### config.mk
export PLATFORM = sky130hd
export DESIGN_NAME = saturn_bus_top
export DESIGN_NICKNAME = d
export VERILOG_FILES = /design/src/design/saturn_bus_pkg.sv /design/src/design/saturn_core_pkg.sv /design/src/design/saturn_bus_arbiter.sv /design/src/design/saturn_bus_controller.sv /design/src/design/saturn_bus_top.sv /design/src/design/saturn_debug_port.sv /design/src/design/saturn_fetch_seq.sv /design/src/design/saturn_phase_gen.sv /design/src/design/saturn_prog_ring.sv
export VERILOG_INCLUDE_DIRS = /design/src /design/src/include
export SDC_FILE = /design/constraint.sdc
export NUM_CORES = 1
export LEC_CHECK = 0
export ABC_CLOCK_PERIOD_IN_PS = 3550
export BUFFER_PORTS_ARGS = -buffer_cell sky130_fd_sc_hd__buf_2
export CAP_MARGIN = 25
export CORE_MARGIN = 2
export CORE_UTILIZATION = 30
export CTS_CLUSTER_SIZE = 40
export DETAILED_ROUTE_END_ITERATION = 6
export PLACE_DENSITY_LB_ADDON = 0.3
export SLEW_MARGIN = 5
export SYNTH_ARGS = -nofsm -noshare
export SYNTH_HDL_FRONTEND = slang
export SYNTH_HIERARCHICAL = 1
export SYNTH_SLANG_ARGS = --single-unit
### constraint.sdc
create_clock -name i_clk -period 3.55 [get_ports i_clk]
set_input_delay 0.5325 -clock i_clk [delete_from_list [all_inputs] [get_ports i_clk]]
set_output_delay 0.5325 -clock i_clk [all_outputs]
set_load 0.05 [all_outputs]
### src/include/saturn_defs.svh
// Saturn nibble bus constants
// Ring depth, nibble width, address length and the command nibbles
// used when building bus programs
`ifndef SATURN_DEFS_SVH
`define SATURN_DEFS_SVH

// Program ring address width for 32 entries
`define SATURN_RING_AW 5

// Width of one bus nibble
`define SATURN_NIBBLE_W 4

// Nibbles in a 20-bit Saturn address
`define SATURN_ADDR_NIBBLES 5

// Bus command nibbles
`define SATURN_CMD_LOAD_PC 4'h4
`define SATURN_CMD_WRITE   4'h5

`endif

### src/design/saturn_bus_pkg.sv
// Nibble bus types
// Phase slots of the four-phase bus cycle and the 5-bit program entry
// that travels from the requesters through the ring to the bus
`default_nettype none

`include "saturn_defs.svh"

package saturn_bus_pkg;

    typedef logic [`SATURN_NIBBLE_W-1:0] nibble_t;

    typedef logic [3:0] phases_t;   // One-hot bus phase

    localparam int PH_SEND  = 0;    // Command or data goes out
    localparam int PH_READ  = 1;    // Read nibble sampled, strobe drops
    localparam int PH_IDLE  = 2;    // Idle check
    localparam int PH_SPARE = 3;    // Last slot of the bus cycle

    typedef struct packed {
        logic    is_cmd;            // High for a command nibble
        nibble_t nibble;
    } prog_entry_t;

endpackage

`default_nettype wire

### src/design/saturn_core_pkg.sv
// Core side types
// Identity of the bus requesters and the Saturn address type
`default_nettype none

`include "saturn_defs.svh"

package saturn_core_pkg;

    // Peers that can own the program ring
    typedef enum logic {
        REQ_FETCH = 1'b0,
        REQ_DEBUG = 1'b1
    } requester_t;

    // 20-bit address made of five nibbles
    typedef logic [`SATURN_ADDR_NIBBLES*4-1:0] addr_t;

endpackage

`default_nettype wire

### src/design/saturn_bus_arbiter.sv
// Program ring arbiter
// Round-robin between the fetch and debug peers; the winner keeps the
// ring until the last entry of its program has been taken
`timescale 1ns/1ps
`default_nettype none

module saturn_bus_arbiter (
    input  logic                        i_clk,
    input  logic                        i_reset,
    input  logic                        i_fetch_req,
    input  saturn_bus_pkg::prog_entry_t i_fetch_entry,
    input  logic                        i_fetch_last,
    input  logic                        i_dbg_req,
    input  saturn_bus_pkg::prog_entry_t i_dbg_entry,
    input  logic                        i_dbg_last,
    input  logic                        i_full,
    output logic                        o_fetch_gnt,
    output logic                        o_dbg_gnt,
    output logic                        o_wr_en,
    output saturn_bus_pkg::prog_entry_t o_wr_entry
);

    import saturn_core_pkg::*;

    requester_t owner;                  // Locked owner
    requester_t pref;                   // Favoured when both ask
    requester_t sel;
    logic       locked;
    logic       sel_last;

    always_comb begin
        if (locked)                      sel = owner;
        else if (i_fetch_req && i_dbg_req) sel = pref;
        else if (i_dbg_req)              sel = REQ_DEBUG;
        else                             sel = REQ_FETCH;
    end

    assign o_fetch_gnt = (sel == REQ_FETCH) && i_fetch_req;
    assign o_dbg_gnt   = (sel == REQ_DEBUG) && i_dbg_req;
    assign o_wr_en     = (o_fetch_gnt || o_dbg_gnt) && !i_full;    // Full ring stalls
    assign o_wr_entry  = (sel == REQ_FETCH) ? i_fetch_entry : i_dbg_entry;
    assign sel_last    = (sel == REQ_FETCH) ? i_fetch_last : i_dbg_last;

    always_ff @(posedge i_clk) begin
        if (i_reset) begin
            locked <= 1'b0;
            owner  <= REQ_FETCH;
            pref   <= REQ_FETCH;
        end else if (o_wr_en) begin
            locked <= !sel_last;        // Release after the last entry
            owner  <= sel;
            if (sel_last) begin
                pref <= (sel == REQ_FETCH) ? REQ_DEBUG : REQ_FETCH;
            end
        end
    end

    a_one_grant: assert property (
        @(posedge i_clk) disable iff (i_reset) !(o_fetch_gnt && o_dbg_gnt)
    );

endmodule

`default_nettype wire

### src/design/saturn_bus_controller.sv
// Nibble bus controller
// Drains the program ring one entry per bus cycle in the send slot,
// performs reads when nothing is queued and the fetch side wants
// nibbles, and tracks whether the bus is still busy
`timescale 1ns/1ps
`default_nettype none

module saturn_bus_controller (
    input  logic                        i_clk,
    input  logic                        i_reset,
    input  logic                        i_clk_en,
    input  saturn_bus_pkg::phases_t     i_phases,
    input  saturn_bus_pkg::prog_entry_t i_rd_entry,
    input  logic                        i_empty,
    output logic                        o_rd_en,
    input  logic                        i_no_read,
    output logic                        o_bus_clk_en,
    output logic                        o_bus_is_data,
    output saturn_bus_pkg::nibble_t     o_bus_nibble_out,
    input  saturn_bus_pkg::nibble_t     i_bus_nibble_in,
    output logic                        o_read_valid,
    output saturn_bus_pkg::nibble_t     o_read_nibble,
    output logic                        o_busy
);

    import saturn_bus_pkg::*;

    logic send_slot;
    logic read_start;
    logic read_cycle;                   // Current strobe is a read

    assign send_slot  = i_clk_en && i_phases[PH_SEND];
    assign o_rd_en    = send_slot && !i_empty;              // Pop head of ring
    assign read_start = send_slot && i_empty && !i_no_read; // Nothing queued, fetch wants data

    always_ff @(posedge i_clk) begin
        o_read_valid <= 1'b0;           // Single clock pulse
        if (i_reset) begin
            o_bus_clk_en <= 1'b0;
            read_cycle   <= 1'b0;
            o_busy       <= 1'b1;
        end else if (i_clk_en) begin
            if (o_rd_en) begin
                o_bus_clk_en <= 1'b1;
                read_cycle   <= 1'b0;
                o_busy       <= 1'b1;
            end else if (read_start) begin
                o_bus_clk_en <= 1'b1;
                read_cycle   <= 1'b1;
            end
            if (i_phases[PH_READ] && o_bus_clk_en) begin
                o_bus_clk_en <= 1'b0;   // Strobe ends in read slot
                read_cycle   <= 1'b0;
                o_read_valid <= read_cycle;
            end
            if (i_phases[PH_IDLE] && i_empty) begin
                o_busy <= 1'b0;         // Whole program sent
            end
        end
    end

    // Bus data path
    always_ff @(posedge i_clk) begin
        if (o_rd_en) begin
            o_bus_is_data    <= !i_rd_entry.is_cmd;
            o_bus_nibble_out <= i_rd_entry.nibble;
        end else if (read_start) begin
            o_bus_is_data <= 1'b1;
        end
        if (i_clk_en && i_phases[PH_READ] && read_cycle) begin
            o_read_nibble <= i_bus_nibble_in;   // Sample memory nibble
        end
    end

    // Strobe always drops before the idle-check slot
    a_no_strobe_idle: assert property (
        @(posedge i_clk) disable iff (i_reset) i_phases[PH_IDLE] |-> !o_bus_clk_en
    );

endmodule

`default_nettype wire

### src/design/saturn_bus_top.sv
// Nibble bus subsystem
// Phase sequencer, fetch and debug requesters, ring arbiter, program
// ring and bus controller
`timescale 1ns/1ps
`default_nettype none

`include "saturn_defs.svh"

module saturn_bus_top (
    input  logic                    i_clk,
    input  logic                    i_reset,
    input  logic                    i_clk_en,
    input  logic                    i_fetch_start,
    input  saturn_core_pkg::addr_t  i_fetch_addr,
    input  logic [7:0]              i_fetch_count,
    input  logic                    i_dbg_start,
    input  logic [15:0]             i_dbg_value,
    input  saturn_bus_pkg::nibble_t i_bus_nibble_in,
    output logic                    o_bus_clk_en,
    output logic                    o_bus_is_data,
    output saturn_bus_pkg::nibble_t o_bus_nibble_out,
    output logic                    o_read_valid,
    output saturn_bus_pkg::nibble_t o_read_nibble,
    output logic                    o_fetch_done,
    output logic                    o_dbg_done,
    output logic                    o_busy
);

    import saturn_bus_pkg::*;

    phases_t     phases;
    prog_entry_t fetch_entry, dbg_entry, wr_entry, rd_entry;
    logic        fetch_req, fetch_last, fetch_gnt, no_read;
    logic        dbg_req, dbg_last, dbg_gnt;
    logic        wr_en, rd_en, empty, full;

    saturn_phase_gen phase_gen_i (
        .i_clk(i_clk), .i_reset(i_reset), .i_clk_en(i_clk_en),
        .o_phases(phases), .o_cycle_ctr()
    );

    saturn_fetch_seq fetch_seq_i (
        .i_clk(i_clk), .i_reset(i_reset), .i_start(i_fetch_start),
        .i_addr(i_fetch_addr), .i_count(i_fetch_count),
        .o_req(fetch_req), .o_entry(fetch_entry), .o_last(fetch_last),
        .i_gnt(fetch_gnt), .i_full(full), .o_no_read(no_read),
        .i_read_valid(o_read_valid), .o_done(o_fetch_done)
    );

    saturn_debug_port debug_port_i (
        .i_clk(i_clk), .i_reset(i_reset), .i_start(i_dbg_start), .i_value(i_dbg_value),
        .o_req(dbg_req), .o_entry(dbg_entry), .o_last(dbg_last),
        .i_gnt(dbg_gnt), .i_full(full), .o_done(o_dbg_done)
    );

    saturn_bus_arbiter bus_arbiter_i (
        .i_clk(i_clk), .i_reset(i_reset),
        .i_fetch_req(fetch_req), .i_fetch_entry(fetch_entry), .i_fetch_last(fetch_last),
        .i_dbg_req(dbg_req), .i_dbg_entry(dbg_entry), .i_dbg_last(dbg_last),
        .i_full(full), .o_fetch_gnt(fetch_gnt), .o_dbg_gnt(dbg_gnt),
        .o_wr_en(wr_en), .o_wr_entry(wr_entry)
    );

    saturn_prog_ring #(.AW(`SATURN_RING_AW)) prog_ring_i (
        .i_clk(i_clk), .i_reset(i_reset), .i_wr_en(wr_en), .i_wr_entry(wr_entry),
        .i_rd_en(rd_en), .o_rd_entry(rd_entry), .o_empty(empty), .o_full(full)
    );

    saturn_bus_controller bus_controller_i (
        .i_clk(i_clk), .i_reset(i_reset), .i_clk_en(i_clk_en), .i_phases(phases),
        .i_rd_entry(rd_entry), .i_empty(empty), .o_rd_en(rd_en), .i_no_read(no_read),
        .o_bus_clk_en(o_bus_clk_en), .o_bus_is_data(o_bus_is_data),
        .o_bus_nibble_out(o_bus_nibble_out), .i_bus_nibble_in(i_bus_nibble_in),
        .o_read_valid(o_read_valid), .o_read_nibble(o_read_nibble), .o_busy(o_busy)
    );

endmodule

`default_nettype wire

### src/design/saturn_debug_port.sv
// Debug write port
// Sends a WRITE command followed by the four nibbles of a 16-bit
// value, lowest first, and pulses done when the last one is taken
`timescale 1ns/1ps
`default_nettype none

`include "saturn_defs.svh"

module saturn_debug_port (
    input  logic                        i_clk,
    input  logic                        i_reset,
    input  logic                        i_start,
    input  logic [15:0]                 i_value,
    output logic                        o_req,
    output saturn_bus_pkg::prog_entry_t o_entry,
    output logic                        o_last,
    input  logic                        i_gnt,
    input  logic                        i_full,
    output logic                        o_done
);

    logic [15:0] value_q;
    logic [2:0]  idx;                   // 0 is the command entry
    logic        take;

    assign take           = o_req && i_gnt && !i_full;
    assign o_last         = (idx == 3'd4);
    assign o_entry.is_cmd = (idx == 3'd0);
    assign o_entry.nibble = (idx == 3'd0) ? `SATURN_CMD_WRITE : value_q[3:0];

    always_ff @(posedge i_clk) begin
        if (i_reset) begin
            o_req  <= 1'b0;
            o_done <= 1'b0;
            idx    <= 3'd0;
        end else begin
            o_done <= take && o_last;   // One clock after last entry
            if (i_start && !o_req) begin
                o_req <= 1'b1;
                idx   <= 3'd0;
            end else if (take) begin
                idx <= idx + 3'd1;
                if (o_last) o_req <= 1'b0;
            end
        end
    end

    always_ff @(posedge i_clk) begin
        if (i_start && !o_req) begin
            value_q <= i_value;
        end else if (take && idx != 3'd0) begin
            value_q <= value_q >> 4;    // Next nibble to the bottom
        end
    end

endmodule

`default_nettype wire

### src/design/saturn_fetch_seq.sv
// Instruction fetch sequencer
// Sends a LOAD_PC program with the five address nibbles, then asks the
// bus controller for a given number of nibble reads
`timescale 1ns/1ps
`default_nettype none

`include "saturn_defs.svh"

module saturn_fetch_seq (
    input  logic                        i_clk,
    input  logic                        i_reset,
    input  logic                        i_start,
    input  saturn_core_pkg::addr_t      i_addr,
    input  logic [7:0]                  i_count,
    output logic                        o_req,
    output saturn_bus_pkg::prog_entry_t o_entry,
    output logic                        o_last,
    input  logic                        i_gnt,
    input  logic                        i_full,
    output logic                        o_no_read,
    input  logic                        i_read_valid,
    output logic                        o_done
);

    import saturn_core_pkg::*;

    addr_t      addr_q;                 // Shifts down one nibble per data entry
    logic [7:0] count_q;
    logic [7:0] owed;                   // Reads still expected
    logic [2:0] idx;                    // 0 is the command entry
    logic       take;

    assign take           = o_req && i_gnt && !i_full;
    assign o_last         = (idx == 3'(`SATURN_ADDR_NIBBLES));
    assign o_entry.is_cmd = (idx == 3'd0);
    assign o_entry.nibble = (idx == 3'd0) ? `SATURN_CMD_LOAD_PC : addr_q[3:0];
    assign o_no_read      = (owed == 8'd0);

    always_ff @(posedge i_clk) begin
        o_done <= 1'b0;
        if (i_reset) begin
            o_req <= 1'b0;
            idx   <= 3'd0;
            owed  <= 8'd0;
        end else begin
            if (i_start && !o_req && o_no_read) begin
                o_req <= 1'b1;
                idx   <= 3'd0;
            end
            if (take) begin
                idx <= idx + 3'd1;
                if (o_last) begin
                    o_req  <= 1'b0;
                    owed   <= count_q;
                    o_done <= (count_q == 8'd0);    // No reads wanted
                end
            end
            if (!o_no_read && i_read_valid) begin
                owed <= owed - 8'd1;
                if (owed == 8'd1) o_done <= 1'b1;   // Last read seen
            end
        end
    end

    always_ff @(posedge i_clk) begin
        if (i_start && !o_req && o_no_read) begin
            addr_q  <= i_addr;
            count_q <= i_count;
        end else if (take && idx != 3'd0) begin
            addr_q <= addr_q >> 4;      // Lowest nibble first
        end
    end

endmodule

`default_nettype wire

### src/design/saturn_phase_gen.sv
// Four-phase bus sequencer
// Rotates a one-hot phase on every enabled clock and counts the
// bus cycles that have completed
`timescale 1ns/1ps
`default_nettype none

module saturn_phase_gen (
    input  logic                    i_clk,
    input  logic                    i_reset,
    input  logic                    i_clk_en,
    output saturn_bus_pkg::phases_t o_phases,
    output logic [31:0]             o_cycle_ctr
);

    import saturn_bus_pkg::*;

    always_ff @(posedge i_clk) begin
        if (i_reset) begin
            o_phases    <= phases_t'(1 << PH_SEND);     // Start in send slot
            o_cycle_ctr <= 32'd0;
        end else if (i_clk_en) begin
            o_phases <= {o_phases[2:0], o_phases[3]};   // Rotate left
            if (o_phases[PH_SPARE]) begin
                o_cycle_ctr <= o_cycle_ctr + 32'd1;     // Cycle wraps to phase 0
            end
        end
    end

    // Exactly one phase active at any time
    a_phase_onehot: assert property (
        @(posedge i_clk) disable iff (i_reset) $onehot(o_phases)
    );

endmodule

`default_nettype wire

### src/design/saturn_prog_ring.sv
// Bus program ring
// Circular list of program entries shared by the requesters; the head
// entry is shown before it is popped
`timescale 1ns/1ps
`default_nettype none

`include "saturn_defs.svh"

module saturn_prog_ring #(
    parameter int AW = `SATURN_RING_AW
) (
    input  logic                        i_clk,
    input  logic                        i_reset,
    input  logic                        i_wr_en,
    input  saturn_bus_pkg::prog_entry_t i_wr_entry,
    input  logic                        i_rd_en,
    output saturn_bus_pkg::prog_entry_t o_rd_entry,
    output logic                        o_empty,
    output logic                        o_full
);

    import saturn_bus_pkg::*;

    prog_entry_t mem [0:(1<<AW)-1];
    logic [AW:0] wr_ptr;                // Top bit is the wrap flag
    logic [AW:0] rd_ptr;

    assign o_empty    = (wr_ptr == rd_ptr);
    assign o_full     = (wr_ptr[AW-1:0] == rd_ptr[AW-1:0]) && (wr_ptr[AW] != rd_ptr[AW]);
    assign o_rd_entry = mem[rd_ptr[AW-1:0]];  // Head of list

    always_ff @(posedge i_clk) begin
        if (i_wr_en) begin
            mem[wr_ptr[AW-1:0]] <= i_wr_entry;
        end
    end

    always_ff @(posedge i_clk) begin
        if (i_reset) begin
            wr_ptr <= '0;
            rd_ptr <= '0;
        end else begin
            if (i_wr_en) wr_ptr <= wr_ptr + 1'b1;
            if (i_rd_en) rd_ptr <= rd_ptr + 1'b1;
        end
    end

    // Arbiter must respect full, controller must respect empty
    a_no_write_full: assert property (
        @(posedge i_clk) disable iff (i_reset) i_wr_en |-> !o_full
    );
    a_no_read_empty: assert property (
        @(posedge i_clk) disable iff (i_reset) i_rd_en |-> !o_empty
    );

endmodule

`default_nettype wire

==> results_dict.tcl <==
set metrics [dict create \
    swShare 0.224 \
    reg2reg_depth 6 \
    critPathKind "register to register" \
    relSlewSlack 0.417 \
    syn_area_sq_um 10700 \
    grt_pass1_vias 5833 \
    die-area_sq_um 37100 \
    hold_class "input port to register" \
    switchingPower_uw 1540 \
    cts_resized 0 \
    worstHoldEndpoint "bus_controller_i/o_read_nibble[0]" \
    p_int_uw 5320 \
    hold_viol 0 \
    clockPowerShare 0.429 \
    grt_overflow 0 \
    clk_pin_slew_ns 0.06 \
    grt.total_usage 0.120 \
    num-nets-final 810 \
    syn_inst 669 \
    mostFrequentLayoutCells "edfxtp_1, buf_2, nand2_1" \
    rsz0062_at_grt "no" \
    clock_sinks 259 \
    seqPwrFrac 0.503 \
    rows 69 \
    viasPerCell 4.69 \
    reg2reg_from "prog_ring_i/wr_ptr[3]" \
    powerDensity_nw_per_um2 548 \
    worstPathArrival_ns 3.04 \
    crit_path_end_kind "register" \
    tightest_slew_ns 0.874 \
    multiInputGateArea_sq_um 3160 \
    synth.net_count 735 \
    fin_crit_ns 2.87 \
    postCtsSetupRepairBufs 0 \
    via_count 5757 \
    wirelength_mm 21.8 \
    start_util 0.302 \
    root_buffer "clkbuf_16" \
    syn_area_per_cell_sq_um 15.9 \
    n_antenna_cell 0 \
    p_leak_uw 0.00408 \
    fin_skew_ns 0.0260 \
    grt_antenna_before_repair 0 \
    mostFrequentLayoutCell "edfxtp_1" \
    seq_area_sq_um 7320 \
    hold_depth 1 \
    first_pass_iters 4 \
    wl_per_cell_um 17.8 \
    pwr-share-comb 0.068 \
    core-area_sq_um 35300 \
    fmax_mhz 349 \
    area_growth_pct 17.2 \
    fin_tns_setup_ns 0 \
    clkLatencyLatePin_ns 0.56 \
    die_height_um 193 \
    cts_max_path_buffers 3 \
    cts.htree.levels 1 \
    status "complete, no violations" \
    worstSetupStartpointType "register" \
    r2r-end "prog_ring_i/mem[23][2]" \
    ir_drop_mv 0.382 \
    cp_max_fo 12 \
    hpwl_mm 14.3 \
    ioPinCount 67 \
    cts_made_buffers 28 \
    drive_above_1_share 0.278 \
    ant_nets 0 \
    hold_buffers 0 \
    die_w_um 193 \
    rrSetupSlack_ns 0.68 \
    first_iter_violations 298 \
    cap_viol_max_count 0 \
    grt_start_max_net_pins 45 \
    ys_warn_count 6 \
    setup_viol 0 \
    fin_crit_sh 0.807 \
    cp.required_ns 3.73 \
    place.gp.congestion 0.711 \
    route.detailed.drc 0 \
    hp-start "i_bus_nibble_in[0]" \
    fillCellCount 3391 \
    grt_pass1_wl_mm 34.2 \
    maxSlewViolCount 0 \
    postLayoutCoreUtil 0.354 \
    io_buffers 66 \
    cts_tree "done" \
]
routing by layer:
layer / part of all wire / track usage / routed length [um] / vias to the layer above
met1: 0.45 / 0.164 / 9860 / 2882
met5: 0 / 0 / 0 / -
met4: 0.026 / 0.0388 / 574 / 0
met2: 0.47 / 0.194 / 10300 / 139
met3: 0.046 / 0.0222 / 1010 / 36
li1: - / - / - / 2700
sequential cells by signal, indices dropped and copies added (netlist names), 3 cells and up, named ones only:
register	flops
bus_controller_i/o_read_nibble	4
bus_controller_i/o_bus_nibble_out	4
prog_ring_i/wr_ptr	6
debug_port_i/idx	3
prog_ring_i/mem	160
fetch_seq_i/owed	8
prog_ring_i/rd_ptr	6
fetch_seq_i/count_q	8
fetch_seq_i/idx	3
debug_port_i/value_q	16
phase_gen_i/o_phases	4
fetch_seq_i/addr_q	20
area by class of cell:
| class | count | share of cell area |
|---|---|---|
| Tap cell | 461 | 0.0461 |
| Sequential cell | 259 | 0.585 |
| Multi-Input combinational cell | 363 | 0.252 |
| Timing Repair Buffer | 74 | 0.0338 |
| Clock inverter | 20 | 0.0180 |
| Clock buffer | 32 | 0.0591 |
| Inverter | 18 | 0.00540 |
metrics by stage:
stage / setup slack (ns) / hold slack, ns / area [sq um] / cells / total power, uW
after floorplan: 0.535 / 0.415 / 10700 / 669 / 3820
after global placement: 0.805 / 0.430 / 11500 / 1172 / 3980
after detailed placement: 0.725 / 0.435 / 11500 / 1173 / 3990
after CTS: 0.686 / 0.120 / 12500 / 1225 / 6950
after global routing: 0.411 / 0.128 / 12500 / 1227 / 7120
final: 0.685 / 0.152 / 12500 / 1227 / 6860
worst max-delay path, cell delays in order (launching register included):
cell and delay [ns]:
dfxtp_1 0.56, xnor2_1 0.15, nand3_1 0.11, nor3_1 0.14, a211oi_4 0.52, nand2_1 0.47, nor2_1 0.53
worst max-delay path by stage:
| stage | end | start |
|---|---|---|
| after floorplan | fetch_seq_i/addr_q[0] | prog_ring_i/wr_ptr[2] |
| after global placement | prog_ring_i/mem[17][2] | prog_ring_i/wr_ptr[2] |
| after detailed placement | prog_ring_i/mem[23][2] | prog_ring_i/wr_ptr[3] |
| after CTS | prog_ring_i/mem[23][2] | prog_ring_i/wr_ptr[3] |
| after global routing | prog_ring_i/mem[23][2] | prog_ring_i/wr_ptr[3] |
| final | prog_ring_i/mem[23][2] | prog_ring_i/wr_ptr[3] |
power by group through the flow:
stage          logic [uW]  clock network, uW  registers (uW)
2_1_floorplan         306                  0            3520
3_3_place_gp          462                  0            3520
3_5_place_dp          468                  0            3520
4_1_cts               470               3030            3460
5_1_grt               515               3140            3460
6_report              464               2940            3450
Note: power is estimated with default switching activity, not from simulation.
